File: config.mk
export PLATFORM = sky130hd
export DESIGN_NAME = alu_top
export DESIGN_NICKNAME = d
export VERILOG_FILES = /design/src/alu_pkg.sv /design/src/alu_prefix_adder.sv /design/src/alu_datapath.sv /design/src/alu_shifter.sv /design/src/alu_cp_unit.sv /design/src/alu_top.sv
export SDC_FILE = /design/constraint.sdc
export NUM_CORES = 1
export LEC_CHECK = 0
export BUFFER_PORTS_ARGS = -buffer_cell sky130_fd_sc_hd__buf_2
export CAP_MARGIN = 20
export CORE_MARGIN = 3
export CORE_UTILIZATION = 45
export CTS_CLUSTER_DIAMETER = 80
export DETAILED_ROUTE_END_ITERATION = 10
export PLACE_DENSITY = 0.77
export SLEW_MARGIN = 20
export SYNTH_ARGS = -nofsm -noshare
export SYNTH_HDL_FRONTEND = slang
export SYNTH_SLANG_ARGS = --single-unit
File: constraint.sdc
create_clock -name clk_i -period 4.8 [get_ports clk_i]
set_input_delay 0.24 -clock clk_i [delete_from_list [all_inputs] [get_ports clk_i]]
set_output_delay 0.24 -clock clk_i [all_outputs]
set_load 0.01 [all_outputs]
File: src/alu_pkg.sv
/*
 * Shared widths, comparator indices, ALU and shifter opcodes, and the
 * co-processor timeout constant. Imported by every RTL module of the ALU.
 */
package alu_pkg;

    // ----------------------------------------
    // data path widths
    // ----------------------------------------
    localparam int XLEN    = 32; // integer data width
    localparam int SHAMT_W = 5;  // shift amount bits, log2(XLEN)

    // comparator status bit positions
    localparam int CMP_EQUAL = 0; // rs1 == rs2
    localparam int CMP_LESS  = 1; // rs1 < rs2, signed or unsigned

    // co-processor watchdog counter width
    // exception once the top bit is set (32 cycles) and op still open
    localparam int CP_TIMEOUT_W = 6;

    // ----------------------------------------
    // opcodes
    // ----------------------------------------
    // bit 0 drives the adder's subtract select, so SUB and SLT are the
    // arithmetic ops with it set; XOR/AND never read the sum
    typedef enum logic [2:0] {
        ALU_ADD  = 3'b000, // opa + opb
        ALU_SUB  = 3'b001, // opa - opb
        ALU_CP   = 3'b010, // co-processor result
        ALU_SLT  = 3'b011, // set if opa < opb
        ALU_MOVB = 3'b100, // pass operand b
        ALU_XOR  = 3'b101, // rs1 ^ opb
        ALU_OR   = 3'b110, // rs1 | opb
        ALU_AND  = 3'b111  // rs1 & opb
    } alu_op_e;

    // bit 1 marks the arithmetic (sign filling) variant
    typedef enum logic [1:0] {
        SHIFT_SLL = 2'b00, // left, zero fill
        SHIFT_SRL = 2'b01, // right, zero fill
        SHIFT_SRA = 2'b11  // right, sign fill
    } shift_op_e;

endpackage

File: src/alu_prefix_adder.sv
/*
 * 33-bit sign/zero extended adder-subtracter for the ALU and address path.
 * Carries come from a five-level parallel-prefix tree over the carry-in and
 * operand bits 0..30, bit 31 gets a separate final carry stage.
 */
module alu_prefix_adder import alu_pkg::*; (
    input  logic [XLEN-1:0] opa_i,      // operand a
    input  logic [XLEN-1:0] opb_i,      // operand b
    input  logic            sub_i,      // 1 = opa - opb
    input  logic            unsigned_i, // zero-extend instead of sign-extend
    output logic [XLEN:0]   sum_o       // bit XLEN is the less-than flag on sub
);

    logic [XLEN:0]   opa_v;          // extended operand a
    logic [XLEN:0]   opb_x;          // extended operand b
    logic [XLEN:0]   opb_v;          // operand b, inverted on subtract
    logic [XLEN:0]   p;              // half sum, doubles as propagate
    logic [XLEN-1:0] g;              // generate
    logic [XLEN-1:0] g_lvl [0:5];    // group generate per tree level
    logic [XLEN-1:0] p_lvl [0:4];    // group propagate, last level not needed
    logic [XLEN:0]   c;              // carry into each sum bit

    // ----------------------------------------
    // operand preparation
    // ----------------------------------------
    assign opa_v = {opa_i[XLEN-1] & ~unsigned_i, opa_i}; // optional sign bit
    assign opb_x = {opb_i[XLEN-1] & ~unsigned_i, opb_i};
    assign opb_v = sub_i ? ~opb_x : opb_x;               // two's complement with cin

    assign p = opa_v ^ opb_v;
    assign g = opa_v[XLEN-1:0] & opb_v[XLEN-1:0];

    // position 0 is the carry-in, position k+1 is operand bit k
    assign g_lvl[0] = {g[XLEN-2:0], sub_i};
    assign p_lvl[0] = {p[XLEN-2:0], 1'b0};  // carry-in never propagates

    // ----------------------------------------
    // prefix tree, distances 1 2 4 8 16
    // ----------------------------------------
    for (genvar lvl = 1; lvl <= 5; lvl++) begin : g_level
        for (genvar i = 0; i < XLEN; i++) begin : g_bit
            if (i >= 2 ** (lvl - 1)) begin : g_merge
                assign g_lvl[lvl][i] = g_lvl[lvl-1][i] |
                                       (p_lvl[lvl-1][i] & g_lvl[lvl-1][i - 2 ** (lvl - 1)]);
                if (lvl < 5) begin : g_prop
                    assign p_lvl[lvl][i] = p_lvl[lvl-1][i] & p_lvl[lvl-1][i - 2 ** (lvl - 1)];
                end
            end else begin : g_pass
                assign g_lvl[lvl][i] = g_lvl[lvl-1][i]; // group already complete
                if (lvl < 5) begin : g_prop
                    assign p_lvl[lvl][i] = p_lvl[lvl-1][i];
                end
            end
        end
    end

    // carries into bits 0..31 straight out of the tree
    assign c[XLEN-1:0] = g_lvl[5];

    // final carry stage into the extension bit
    assign c[XLEN] = g[XLEN-1] | (p[XLEN-1] & c[XLEN-1]);

    assign sum_o = p ^ c; // sum bits

endmodule

File: src/alu_datapath.sv
/*
 * Combinational ALU data path: branch comparator, operand selection, the
 * prefix adder and the result multiplexer. The co-processor result enters
 * through cp_res_i and operand b leaves through opb_o for the shifter.
 */
module alu_datapath import alu_pkg::*; (
    input  alu_op_e         alu_op_i,   // operation select
    input  logic            unsigned_i, // unsigned compare / slt
    input  logic            opa_pc_i,   // operand a = pc
    input  logic            opb_imm_i,  // operand b = immediate
    input  logic [XLEN-1:0] rs1_i,      // register source 1
    input  logic [XLEN-1:0] rs2_i,      // register source 2
    input  logic [XLEN-1:0] pc_i,       // current pc
    input  logic [XLEN-1:0] imm_i,      // immediate
    input  logic [XLEN-1:0] cp_res_i,   // co-processor result
    output logic [1:0]      cmp_o,      // comparator status
    output logic [XLEN-1:0] add_o,      // address result
    output logic [XLEN-1:0] res_o,      // ALU result
    output logic [XLEN-1:0] opb_o       // selected operand b
);

    logic [XLEN:0]   cmp_rs1;   // extended compare inputs
    logic [XLEN:0]   cmp_rs2;
    logic [XLEN-1:0] opa;       // selected operand a
    logic [XLEN-1:0] opb;       // selected operand b
    logic [XLEN:0]   sum;       // adder result incl. less-than bit

    // ----------------------------------------
    // branch comparator
    // ----------------------------------------
    assign cmp_rs1 = {rs1_i[XLEN-1] & ~unsigned_i, rs1_i}; // sign bit only when signed
    assign cmp_rs2 = {rs2_i[XLEN-1] & ~unsigned_i, rs2_i};

    assign cmp_o[CMP_EQUAL] = (rs1_i == rs2_i);
    assign cmp_o[CMP_LESS]  = ($signed(cmp_rs1) < $signed(cmp_rs2)); // 33-bit compare

    // operand muxes
    assign opa   = opa_pc_i  ? pc_i  : rs1_i;
    assign opb   = opb_imm_i ? imm_i : rs2_i;
    assign opb_o = opb; // shift amount source

    // ----------------------------------------
    // adder, bit 0 of the opcode selects sub
    // ----------------------------------------
    alu_prefix_adder alu_prefix_adder_inst (
        .opa_i      (opa),
        .opb_i      (opb),
        .sub_i      (alu_op_i[0]),
        .unsigned_i (unsigned_i),
        .sum_o      (sum)
    );

    assign add_o = sum[XLEN-1:0]; // address path

    // ----------------------------------------
    // result select
    // ----------------------------------------
    always_comb begin : result_mux
        case (alu_op_i)
            ALU_ADD:  res_o = sum[XLEN-1:0];
            ALU_SUB:  res_o = sum[XLEN-1:0];
            ALU_SLT:  res_o = {{(XLEN-1){1'b0}}, sum[XLEN]}; // less-than flag
            ALU_MOVB: res_o = opb;
            ALU_XOR:  res_o = rs1_i ^ opb;
            ALU_OR:   res_o = rs1_i | opb;
            ALU_AND:  res_o = rs1_i & opb;
            ALU_CP:   res_o = cp_res_i;  // multi-cycle unit
            default:  res_o = sum[XLEN-1:0];
        endcase
    end : result_mux

endmodule

File: src/alu_shifter.sv
/*
 * Bit-serial shift co-processor. A start pulse loads rs1 and the amount,
 * then one bit is shifted per cycle. valid_o pulses one cycle before res_o
 * holds the result. Abort drops the running operation without a valid.
 */
module alu_shifter import alu_pkg::*; (
    input  logic               clk_i,      // clock, rising edge
    input  logic               rstn_i,     // async reset, active low
    input  logic               start_i,    // one-cycle trigger
    input  logic               abort_i,    // drop running op
    input  shift_op_e          shift_op_i, // shift type
    input  logic [XLEN-1:0]    rs1_i,      // data to shift
    input  logic [SHAMT_W-1:0] shamt_i,    // shift amount
    output logic [XLEN-1:0]    res_o,      // result register
    output logic               valid_o     // done pulse
);

    logic               busy;      // operation in progress
    logic [SHAMT_W-1:0] cnt;       // shifts still to do
    logic [XLEN-1:0]    data;      // working register
    logic [XLEN-1:0]    data_nxt;  // data after one more bit
    shift_op_e          op_q;      // latched shift type

    // ----------------------------------------
    // control and result
    // ----------------------------------------
    always_ff @(posedge clk_i or negedge rstn_i) begin : shifter_ctrl
        if (!rstn_i) begin
            busy  <= 1'b0;
            cnt   <= '0;
            res_o <= '0;
        end else begin
            if (!busy) begin
                if (start_i) begin      // triggers while busy are dropped
                    busy  <= 1'b1;
                    cnt   <= shamt_i;
                    res_o <= '0;        // stale result hidden during op
                end
            end else if (abort_i) begin
                busy <= 1'b0;           // abandon, no valid
            end else if (cnt == '0) begin
                busy  <= 1'b0;
                res_o <= data;          // visible the cycle after valid
            end else begin
                cnt <= cnt - 1'b1;
            end
        end
    end : shifter_ctrl

    // one bit per step
    always_comb begin : shift_step
        case (op_q)
            SHIFT_SLL: data_nxt = {data[XLEN-2:0], 1'b0};
            SHIFT_SRL: data_nxt = {1'b0, data[XLEN-1:1]};
            SHIFT_SRA: data_nxt = {data[XLEN-1], data[XLEN-1:1]}; // sign fill
            default:   data_nxt = {1'b0, data[XLEN-1:1]};
        endcase
    end : shift_step

    // working data path
    always_ff @(posedge clk_i) begin : shifter_data
        if (!busy && start_i) begin
            data <= rs1_i;
            op_q <= shift_op_i;
        end else if (busy && (cnt != '0)) begin
            data <= data_nxt;
        end
    end : shifter_data

    assign valid_o = busy & (cnt == '0); // last shift done

endmodule

File: src/alu_cp_unit.sv
/*
 * Co-processor unit: run/finish monitor with timeout exception around the
 * iterative shifter. Trap aborts the running operation, an operation still
 * open 32 cycles into its run raises exc_o.
 */
module alu_cp_unit import alu_pkg::*; (
    input  logic            clk_i,      // clock, rising edge
    input  logic            rstn_i,     // async reset, active low
    input  logic            cp_trig_i,  // start pulse
    input  logic            trap_i,     // abort level
    input  shift_op_e       shift_op_i, // shift type
    input  logic [XLEN-1:0] rs1_i,      // data to shift
    input  logic [XLEN-1:0] opb_i,      // operand b, low bits = amount
    output logic [XLEN-1:0] cp_res_o,   // co-processor result
    output logic            cp_done_o,  // done pulse
    output logic            exc_o       // timeout exception
);

    logic                    run;      // op being monitored
    logic                    fin;      // valid seen last cycle
    logic                    exc;      // registered exception
    logic [CP_TIMEOUT_W-1:0] cnt;      // timeout counter
    logic                    start;    // accepted trigger
    logic                    abort;    // trap during run
    logic                    valid;    // shifter done

    // ----------------------------------------
    // monitor
    // ----------------------------------------
    always_ff @(posedge clk_i or negedge rstn_i) begin : cp_monitor
        if (!rstn_i) begin
            run <= 1'b0;
            fin <= 1'b0;
            exc <= 1'b0;
            cnt <= '0;
        end else begin
            exc <= run & cnt[CP_TIMEOUT_W-1] & ~fin; // too slow
            fin <= valid;
            if (!run) begin
                cnt <= '0;                // idle, hold at zero
                run <= start;
            end else begin
                cnt <= cnt + 1'b1;
                if (fin || trap_i) begin  // done or aborted
                    run <= 1'b0;
                end
            end
        end
    end : cp_monitor

    assign start = cp_trig_i & ~run; // one op in flight
    assign abort = trap_i & run;

    alu_shifter alu_shifter_inst (
        .clk_i      (clk_i),
        .rstn_i     (rstn_i),
        .start_i    (start),
        .abort_i    (abort),
        .shift_op_i (shift_op_i),
        .rs1_i      (rs1_i),
        .shamt_i    (opb_i[SHAMT_W-1:0]), // amount slice
        .res_o      (cp_res_o),
        .valid_o    (valid)
    );

    assign cp_done_o = valid;
    assign exc_o     = exc;

endmodule

File: src/alu_top.sv
/*
 * ALU top level. Connects the combinational data path to the shifter
 * co-processor unit. Operand b feeds the shift amount and the
 * co-processor result returns into the result multiplexer.
 */
module alu_top import alu_pkg::*; (
    input  logic            clk_i,      // clock, rising edge
    input  logic            rstn_i,     // async reset, active low
    input  alu_op_e         alu_op_i,   // operation select
    input  shift_op_e       shift_op_i, // shift type
    input  logic            unsigned_i, // unsigned compare / slt
    input  logic            opa_pc_i,   // operand a = pc
    input  logic            opb_imm_i,  // operand b = immediate
    input  logic            cp_trig_i,  // co-processor start pulse
    input  logic            trap_i,     // abort level
    input  logic [XLEN-1:0] rs1_i,      // register source 1
    input  logic [XLEN-1:0] rs2_i,      // register source 2
    input  logic [XLEN-1:0] pc_i,       // current pc
    input  logic [XLEN-1:0] imm_i,      // immediate
    output logic [1:0]      cmp_o,      // comparator status
    output logic [XLEN-1:0] res_o,      // ALU result
    output logic [XLEN-1:0] add_o,      // address result
    output logic            exc_o,      // co-processor timeout
    output logic            cp_done_o   // co-processor done pulse
);

    logic [XLEN-1:0] opb;     // selected operand b
    logic [XLEN-1:0] cp_res;  // shifter result

    alu_datapath alu_datapath_inst (
        .alu_op_i   (alu_op_i),
        .unsigned_i (unsigned_i),
        .opa_pc_i   (opa_pc_i),
        .opb_imm_i  (opb_imm_i),
        .rs1_i      (rs1_i),
        .rs2_i      (rs2_i),
        .pc_i       (pc_i),
        .imm_i      (imm_i),
        .cp_res_i   (cp_res),
        .cmp_o      (cmp_o),
        .add_o      (add_o),
        .res_o      (res_o),
        .opb_o      (opb)
    );

    alu_cp_unit alu_cp_unit_inst (
        .clk_i      (clk_i),
        .rstn_i     (rstn_i),
        .cp_trig_i  (cp_trig_i),
        .trap_i     (trap_i),
        .shift_op_i (shift_op_i),
        .rs1_i      (rs1_i),
        .opb_i      (opb),
        .cp_res_o   (cp_res),
        .cp_done_o  (cp_done_o),
        .exc_o      (exc_o)
    );

endmodule

==> results of run 1 <==
## layer usage
layer / global-route usage / vias to the layer above
met5: 0 / -
met4: 0.102 / 0
met3: 0.0408 / 77
met2: 0.420 / 548
met1: 0.427 / 4829
li1: - / 4887
## final cells by class
cell class,instances,area share
repair buffers,241,0.114
multi-input cells,987,0.598
flip-flops and latches,81,0.192
well taps,275,0.0300
inverters,115,0.0376
diodes,1,0.000218
clock buffers,13,0.0237
clock inverters,3,0.00415
## stage by stage
stage / utilization / setup slack (ps) / instance area, sq um / power (mW)
2_1_floorplan: - / 564 / 9770 / 2.55
3_3_place_gp: 0.526 / 297 / 11100 / 3.24
3_5_place_dp: 0.526 / 239 / 11100 / 3.28
4_1_cts: 0.541 / 230 / 11400 / 4.01
5_1_grt: 0.542 / 43.1 / 11500 / 4.32
6_report: 0.542 / 231 / 11500 / 4.03
## what timing repair did
item                       CTS  global route
resized for setup            0             3
setup endpoints to repair    0             1
hold buffers                 0             0
buffers inserted             0             0
## worst max-delay path by stage
stage	startpoint	depth (start not counted)	to	slack, ps
floorplan	alu_op_i[0]	18	res_o[0]	560
global placement	opb_imm_i	17	res_o[0]	300
detailed placement	opb_imm_i	17	res_o[0]	240
CTS	opb_imm_i	17	res_o[0]	230
global route	opb_imm_i	17	res_o[0]	40
finish	opb_imm_i	17	res_o[0]	230
## sequential cells by signal (all words and copies together) (netlist names)
name,count
alu_cp_unit_inst.alu_shifter_inst.res_o,32
alu_cp_unit_inst.cnt,6
alu_cp_unit_inst.fin,1
alu_cp_unit_inst.alu_shifter_inst.data,32
alu_cp_unit_inst.alu_shifter_inst.op_q,2
alu_cp_unit_inst.run,1
alu_cp_unit_inst.alu_shifter_inst.busy,1
alu_cp_unit_inst.exc_o,1
alu_cp_unit_inst.alu_shifter_inst.cnt,5
## power by group through the flow
| stage | sequential (mW) | combinational, mW | clock (mW) |
|---|---|---|---|
| floorplan | 1.20 | 1.35 | 0 |
| global placement | 1.29 | 1.96 | 0 |
| detailed placement | 1.30 | 1.99 | 0 |
| CTS | 1.28 | 2.00 | 0.726 |
| global route | 1.32 | 2.23 | 0.759 |
| finish | 1.29 | 2.03 | 0.714 |
## layout by cell type (no fill, tap or decap), drive strengths merged, types with 3 or more instances in the layout
cell,instances
dfrtp,47
a221o,13
xnor2,57
nor2,68
o221ai,4
ha,132
nor2b,5
mux2i,36
a221oi,42
o2bb2ai,18
o22ai,3
a211oi,5
o21ai,137
a21boi,3
or2,3
o311ai,3
and2,8
o21a,20
inv,114
nand3,15
nand2b,4
a311o,3
a21o,23
a21oi,98
o211ai,13
nand4,14
o31a,3
buf,239
o21bai,3
nand2,176
nor3,13
edfxtp,34
xor2,11
a31oi,4
clkinv,3
a2bb2oi,6
o31ai,7
clkbuf,15
## synth_stat cells, drive strengths merged (3+ instances only)
master / instances
a211oi: 5
a21boi: 3
a21o: 23
a21oi: 98
a221o: 13
a221oi: 42
a2bb2oi: 6
a311o: 3
a31oi: 4
and2: 8
buf: 10
clkbuf: 73
dfrtp: 47
edfxtp: 34
ha: 132
inv: 114
mux2i: 36
nand2: 176
nand2b: 4
nand3: 15
nand4: 14
nor2: 68
nor2b: 5
nor3: 13
o211ai: 13
o21a: 20
o21ai: 137
o21bai: 3
o221ai: 4
o22ai: 3
o2bb2ai: 18
o311ai: 3
o31a: 3
o31ai: 7
or2: 3
xnor2: 57
xor2: 11
## kinds of logic after synthesis
| family | after synthesis | share of synthesized area |
|---|---|---|
| flops | 81 | 0.225 |
| buf+inv | 198 | 0.0767 |
| mux | 38 | 0.0396 |
| compound gates | 430 | 0.288 |
| xor+xnor | 68 | 0.0610 |
| simple gates | 318 | 0.139 |
| fa+ha+maj | 133 | 0.171 |
==> key figures, run 1 <==
Run status
  • Status: finished, violations left
  • Failing checks: negative hold slack

Yosys
  • Synth Cell Area: around 0.0098 sq mm
  • Syn avg cell area: 7.72 sq um
  • Post-synth top area share: 0.169
  • Syn Nets: about 1500
  • Number of synthesized flops with an enable pin: 34
  • Seq/Total Area, Yosys: 0.225
  • FFs w/ async S/R, synth: 0.580
  • Leading area contributor after synthesis: ha_1
  • Unique cell type count in the Yosys netlist: 69
  • Ys Warns: 0
  • Number of synthesized register bits: 81
  • Cells after Synth: 1266
  • Most used flip-flop cell after synthesis: dfrtp_1
  • Synth area leaders: ha_1 17%, dfrtp_1 12%, edfxtp_1 10%, nand2_1 6.8%, o21ai_0 6.6%

STA
  • Final period util: 0.952
  • WHS: -13.4 ps
  • Final setup fails: 0
  • Slew HR: 0.484
  • Min Tclk post-route: between 4000 and 5000 ps
  • RSZ-0062 raised after global routing: false
  • Highest clock rate: about 220 MHz
  • Final Slew Violations: 0
  • Setup TNS: 0 ps
  • Final hold violations: 8
  • Worst slew pin tran: 771 ps
  • Clock skew: 9.99 ps

Global routing
  • GRT Util Overall: 0.286
  • Largest net degree at the start of global routing: 70
  • Vias in the first global route: 9543
  • Initial antenna violation count: 2
  • First-pass GRT wire length: roughly 54 mm
  • Grt ovf: 0

Place
  • GP Congestion: 1.08
  • Hpwl dp: 28.3 mm
  • Number of port buffers: 207
  • Placed cells: 1699

Routing
  • Routed via count: about 10000
  • Met2 wire len: 15.1 mm
  • Violation count after the first detailed-route iteration: 837
  • Routed len/inst: 20.7 um
  • Met3 wire length: around 3.3 mm
  • Remaining antenna violation count: 0
  • Total iterations of the first detailed-routing run: 6
  • Vias per inst: 6.03
  • Wire length on met1: ~16 mm
  • Total detailed-routing wirelength: 35.4 mm
  • Highest routed layer: met4
  • DRC violations left: 0

Finish
  • Area growth from synthesis to layout: 17.4%
  • Post-Layout Cell Count: 1716
  • Sequential cell area: 0.00220 sq mm
  • Share of layout cells above drive strength 1: 0.186
  • Area of the multi-input gates: 0.00686 sq mm
  • Final layout net count: 1708
  • Fill cells: 1998

Critical path
  • Worst path required time: roughly 4600 ps
  • Worst setup EP type: output pin
  • Critical Path, Cell by Cell: clkbuf_4, mux2i_1, xnor2_1, ha_1, nand2_1, o31ai_1, o21ai_1, a211oi_1, o21ai_1, a21boi_1, o22ai_1, fa_1, xnor2_1, nor3_1, o21ai_0, o21ai_0, buf_2
  • CP startpoint kind: primary input
  • WP data arrival: 4330 ps
  • Worst r2r src: alu_cp_unit_inst.alu_shifter_inst.busy
  • Crit Reg-Reg Endpoint: alu_cp_unit_inst.alu_shifter_inst.cnt[3]
  • CP top delay family: compound AO/OA/AOI/OAI gates
  • Crit path max-delay cell type: a211oi_1
  • R2r setup slk: around 2600 ps
  • Register-to-Register Path Depth: 6
  • Buffers & Inverters on Critical Path: 2
  • Crit Path Max Fanout: 12
  • Kind of critical path: primary input to output pin
  • Slowest stage delay, CP: about 520 ps

Floorplanning
  • Initial Utilization: 0.462
  • Core area: about 0.021 sq mm
  • Die height: roughly 150 um
  • Number of I/O pins: 208
  • # rows: 53
  • Die Wd: 153 um
  • Die area: 0.0235 sq mm

Power
  • Clock group share of total power: 0.177
  • Reg power frac: 0.321
  • Sw Ratio: 0.426
  • Combinational power share: 0.502
  • PD cells: 352 mW/mm^2
  • Leak: 5.62 nW
  • Internal power: 2.31 mW
  • Peak VDD IR: 0.376 mV
  • Psw: 1.72 mW

Clock network
  • Clk Latency, worst-skew pair: 330 ps
  • Bufs on Longest Clock Path: 2
  • Root buffer cell: clkbuf_16
  • Total CTS buffers: 9
  • CTS sink cnt: approximately 80
  • H-tree Lvls: 3
  • TritonCTS clock tree: yes
  • Clock transition at path regs: 60 ps

Run
  • Max-Cap Viols: 0

Hold path
  • Hold Crit Class: primary input to asynchronous set/reset pin
Note: power is estimated with default switching activity, not from simulation.
==> inputs of run 2 (changes only) <==
- CORE_ASPECT_RATIO: not set -> 2
- GPL_ROUTABILITY_DRIVEN: not set -> 0
==> key figures, run 2 (same netlist as run 1, synthesis figures left out) <==
Finish
  • Largest registers: alu_cp_unit_inst.alu_shifter_inst.data (32), alu_cp_unit_inst.alu_shifter_inst.res_o (32), alu_cp_unit_inst.cnt (6)
  • Area growth from synthesis to layout: 16.3%
  • Sequential cell area: 0.00220 sq mm
  • Finished Cell Area: 0.0114 sq mm
  • Share of layout cells above drive strength 1: 0.181
  • Most common cell after layout, fill and taps aside: buf_2
  • Post-Layout Cell Count: roughly 1700
  • Area of the multi-input gates: between 0.006 and 0.007 sq mm
  • Fill cells: 2074
  • Final layout net count: around 1700
  • Most frequent cells in the layout: 205 x buf_2, 176 x nand2_1, 132 x ha_1

Critical path
  • Register-to-Register Path Depth: 5
  • Kind of critical path: primary input to output pin
  • Crit Path Max Fanout: 22
  • WP data arrival: around 4200 ps
  • Crit Reg-Reg Endpoint: alu_cp_unit_inst.alu_shifter_inst.data[0]
  • R2r setup slk: around 2400 ps
  • Worst r2r src: alu_cp_unit_inst.alu_shifter_inst.busy
  • CP startpoint kind: primary input
  • Worst setup EP type: output pin
  • Worst path required time: between 4000 and 5000 ps

Global routing
  • GRT Util Overall: 0.289
  • Grt ovf: 0
  • Initial antenna violation count: 5
  • Vias in the first global route: slightly above 10000
  • Largest net degree at the start of global routing: 70
  • First-pass GRT wire length: around 53 mm

Power
  • Psw: 1.72 mW
  • Internal power: 2.26 mW
  • Combinational power share: 0.508
  • PD cells: 350 mW/mm^2
  • Clock group share of total power: 0.170
  • Peak VDD IR: roughly 0.21 mV
  • Leak: 5.57 nW
  • Reg power frac: 0.322
  • Sw Ratio: 0.432

STA
  • Final hold violations: 4
  • Final period util: 0.932
  • Min Tclk post-route: 4480 ps
  • Final Slew Violations: 0
  • Worst slew pin tran: 960 ps
  • RSZ-0062 raised after global routing: false
  • Setup TNS: 0 ps
  • WHS: -6.31 ps
  • Clock skew: 8.69 ps
  • Slew HR: 0.358
  • Highest clock rate: ~220 MHz
  • Final WS setup: 325 ps
  • Final setup fails: 0

Place
  • Placed cells: 1684
  • Area after DPL: 0.0111 sq mm
  • Hpwl dp: 28.3 mm
  • Number of port buffers: 207
  • Setup WS pre-CTS: 223 ps

Floorplanning
  • # rows: 75
  • Core area: about 0.021 sq mm
  • Die Wd: 110 um
  • Initial Utilization: 0.461
  • Die height: 214 um
  • Die area: roughly 0.024 sq mm
  • Number of I/O pins: 208

Routing
  • Total detailed-routing wirelength: 34.9 mm
  • Violation count after the first detailed-route iteration: between 700 and 800
  • DRC violations left: 0
  • Routed len/inst: about 20 um
  • Vias per inst: 6.22
  • Routed via count: 10600
  • Remaining antenna violation count: 0
  • Total iterations of the first detailed-routing run: 6

Clock network
  • TritonCTS clock tree: yes
  • Bufs on Longest Clock Path: 2
  • CTS sink cnt: slightly above 80
  • Clock transition at path regs: around 60 ps
  • H-tree Lvls: 3
  • Hold Buf Count CTS: 0
  • Total CTS buffers: 9
  • Root buffer cell: clkbuf_16
  • Clk Latency, worst-skew pair: 340 ps

Hold path
  • Hold Crit Class: primary input to asynchronous set/reset pin

Run status
  • Failing checks: negative hold slack
  • Status: finished, violations left

Run
  • Max-Cap Viols: 0
[run 2: cell type report]
| type | instances | area share |
|---|---|---|
| multi-input combinational | 987 | 0.604 |
| sequential | 81 | 0.193 |
| timing repair buffer | 232 | 0.109 |
| inverter | 115 | 0.0380 |
| tap | 269 | 0.0296 |
| clock buffer | 9 | 0.0198 |
| clock inverter | 7 | 0.00606 |
| antenna | 1 | 0.000220 |
[run 2: worst max path at each step]
stage / end / slack (ps) / from / cells past startpoint
after floorplan: res_o[0] / 560 / alu_op_i[0] / 18
after global placement: res_o[0] / 300 / opb_imm_i / 17
after detailed placement: res_o[0] / 220 / opb_imm_i / 17
after CTS: res_o[0] / 210 / opb_imm_i / 17
after global routing: res_o[0] / 60 / opb_imm_i / 17
final: res_o[0] / 320 / opb_imm_i / 17
[run 2: power by group through the flow]
stage          clock, mW  sequential (mW)  combinational [mW]
6_report           0.677             1.28                2.02
5_1_grt            0.715             1.31                2.23
4_1_cts            0.687             1.27                1.99
3_5_place_dp           0             1.28                1.98
3_3_place_gp           0             1.28                1.93
2_1_floorplan          0             1.20                1.35
[run 2: routing by layer]
layer	global-route usage	up-vias	wire [um]
li1	-	4867	-
met1	0.344	4925	12800
met2	0.479	618	16900
met3	0.0362	169	2770
met4	0.182	8	2450
met5	0	-	53
[run 2: worst max-delay path, cell delays in order]
cell and delay (ps):
clkbuf_4 270, buf_12 240, mux2i_1 430, xnor2_1 130, ha_1 410, nand4_1 210
or2_1 380, nor3_1 220, o21ai_1 190, a21boi_1 190, o22ai_1 90, fa_1 380
xnor2_1 320, nor3_1 70, o21ai_0 150, o21ai_0 120, buf_2 160
[run 2: per-stage QoR]
stage / hold WS (ps) / power [mW] / util
after floorplan: -55.6 / 2.55 / -
after global placement: 386 / 3.20 / 0.521
after detailed placement: 385 / 3.26 / 0.521
after CTS: 25.9 / 3.95 / 0.535
after global routing: 49.3 / 4.26 / 0.536
final: -6.31 / 3.98 / 0.536
[run 2: what timing repair did]
action	4_1_cts	5_1_grt
buffers inserted	0	0
gates resized for setup	0	2
endpoints found under the setup margin	0	1
==> inputs of run 3 (changes only) <==
- ABC_AREA: not set -> 1
- PLACE_DENSITY: 0.77 -> 0.76
==> key figures, run 3 <==
STA
  • Highest clock rate: 257 MHz
  • Slew HR: 0.283
  • Min Tclk post-route: 3890 ps
  • Setup TNS: 0 ps
  • Final Slew Violations: 0
  • Final hold violations: 0
  • Final WS setup: just over 900 ps
  • Final setup fails: 0
  • Clock skew: 12.9 ps
  • Worst slew pin tran: approximately 1100 ps
  • RSZ-0062 raised after global routing: false
  • Final period util: 0.810

Power
  • Sw Ratio: 0.473
  • Tot Pwr: approximately 4.3 mW
  • Combinational power share: 0.526
  • Internal power: 2.27 mW
  • PD cells: 363 mW/mm^2
  • Peak VDD IR: roughly 0.22 mV
  • Psw: 2.04 mW
  • Clock group share of total power: 0.177
  • Reg power frac: 0.297
  • Leak: roughly 6.5 nW

Place
  • Hpwl dp: 29.6 mm
  • Setup WS pre-CTS: slightly above 1000 ps
  • Number of port buffers: slightly above 200
  • Area after DPL: roughly 0.012 sq mm

Yosys
  • Unique cell type count in the Yosys netlist: 50
  • FFs w/ async S/R, synth: 0.580
  • Seq/Total Area, Yosys: 0.213
  • Syn avg cell area: 6.59 sq um
  • Ys Warns: 0
  • Cells after Synth: 1561
  • Most used flip-flop cell after synthesis: dfrtp_1
  • Most common cell in the synthesized netlist: nand2_1
  • Number of synthesized register bits: 81
  • Syn Nets: 1834
  • Number of synthesized flops with an enable pin: 34
  • Post-synth top area share: 0.160
  • Leading area contributor after synthesis: ha_1
  • Post-synth top cells: 408 x nand2_1, 275 x inv_1, 136 x o21ai_0
  • Synth Cell Area: 0.0103 sq mm
  • Synth area leaders: ha_1 16%, nand2_1 15%, dfrtp_1 11%, inv_1 10%, edfxtp_1 9.9%

Clock network
  • Post-CTS Setup Bufs: 0
  • TritonCTS clock tree: yes
  • Root buffer cell: clkbuf_16
  • Bufs on Longest Clock Path: 2
  • H-tree Lvls: 3
  • Clock transition at path regs: 70 ps
  • Hold Buf Count CTS: 0
  • Clk Latency, worst-skew pair: 360 ps
  • CTS sink cnt: 81
  • PostCTS Resize Cnt: 0
  • Total CTS buffers: 9

Global routing
  • Initial antenna violation count: 1
  • Largest net degree at the start of global routing: 65
  • GRT Util Overall: 0.300
  • First-pass GRT wire length: 58.5 mm
  • Vias in the first global route: 11400
  • Grt ovf: 0

Floorplanning
  • # rows: 77
  • Die area: 0.0248 sq mm
  • Core area: 0.0224 sq mm
  • Die Wd: 113 um
  • Die height: 220 um
  • Initial Utilization: 0.460
  • Number of I/O pins: 208

Finish
  • Fill cells: between 2000 and 2500
  • Share of layout cells above drive strength 1: 0.178
  • Most common cell after layout, fill and taps aside: nand2_1
  • Most frequent cells in the layout: 408 x nand2_1, 275 x inv_1, 207 x buf_2
  • Final layout net count: 2007
  • Largest registers: alu_cp_unit_inst.alu_shifter_inst.data (32), alu_cp_unit_inst.alu_shifter_inst.res_o (32), alu_cp_unit_inst.cnt (6)
  • Finished Cell Area: 0.0118 sq mm
  • Area growth from synthesis to layout: 15.1%

Routing
  • Routed len/inst: 18.7 um
  • Total iterations of the first detailed-routing run: 5
  • Routed via count: 11300
  • Vias per inst: 5.63
  • Total detailed-routing wirelength: 37.7 mm
  • Remaining antenna violation count: 0
  • DRC violations left: 0
  • Violation count after the first detailed-route iteration: roughly 800

Hold path
  • Hold Crit Class: primary input to asynchronous set/reset pin

Critical path
  • Kind of critical path: primary input to output pin
  • Worst path required time: between 4000 and 5000 ps
  • CP startpoint kind: primary input
  • Worst setup EP type: output pin
  • WP data arrival: 3650 ps
  • Crit Path Max Fanout: 38
  • R2r setup slk: ~2200 ps

Run status
  • Status: complete, no violations

Run
  • Max-Cap Viols: 0
-- run 3: path summary, 6_finish.rpt --
path                                                              from                                     endpoint  cells past startpoint
worst max-delay path                                          opa_pc_i                                    res_o[31]                     16
worst min-delay path                                            rstn_i   alu_cp_unit_inst.alu_shifter_inst.res_o[3]                      2
worst max register to register  alu_cp_unit_inst.alu_shifter_inst.busy  alu_cp_unit_inst.alu_shifter_inst.res_o[25]                      6
worst min register to register                 alu_cp_unit_inst.cnt[3]                      alu_cp_unit_inst.cnt[4]                      1
max in group asynchronous                                       rstn_i       alu_cp_unit_inst.alu_shifter_inst.busy                      2
min in group clk_i                                       shift_op_i[0]    alu_cp_unit_inst.alu_shifter_inst.op_q[0]                      1
-- run 3: power groups by stage --
stage | registers, mW | clock network (mW) | logic, mW
5_1_grt | 1.31 | 0.789 | 2.51
2_1_floorplan | 1.19 | 0 | 1.52
3_5_place_dp | 1.29 | 0 | 2.20
3_3_place_gp | 1.28 | 0 | 2.16
6_report | 1.28 | 0.764 | 2.26
4_1_cts | 1.27 | 0.760 | 2.22
-- run 3: metal layers --
metal | global-route usage | vias up | wire, um
met1 | 0.315 | 5150 | 13100
met5 | 0 | - | 0
met2 | 0.524 | 605 | 18500
li1 | - | 5394 | -
met3 | 0.0448 | 199 | 2520
met4 | 0.239 | 0 | 3570
-- run 3: critical path, cell delays in order --
cell      delay, ps
buf_2           370
buf_4           430
o21ai_0         160
ha_1            350
nand2_1         180
inv_1            60
a21oi_1         190
nand2_1         100
a21oi_1         220
nand2_2          90
a21oi_1         280
fa_1            470
inv_1            90
nand2_1          60
o211ai_1        170
buf_2           170
-- run 3: logic make-up after synthesis --
family,Yosys count,synth area share
simple gates,627,0.259
buf+inv,342,0.130
compound gates,330,0.192
fa+ha+maj,133,0.162
flops,81,0.213
xor+xnor,48,0.0430
-- run 3: metrics by stage --
stage               hold WS [ps]  std cells   util
CTS                         42.7       2015  0.530
detailed placement           415       1999  0.516
finish                      16.8       2016  0.530
global route                65.5       2016  0.530
floorplan                  -55.6       1561      -
global placement             404       1999  0.516
-- run 3: cell type report --
type	instances	area, sq um	share of cell area
multi-input cells	1138	6770	0.572
clock inverters	5	46.3	0.00391
clock buffers	11	275	0.0232
diodes	1	2.50	0.000211
well taps	276	345	0.0291
flip-flops and latches	81	2200	0.186
repair buffers	219	1140	0.0961
inverters	285	1070	0.0903
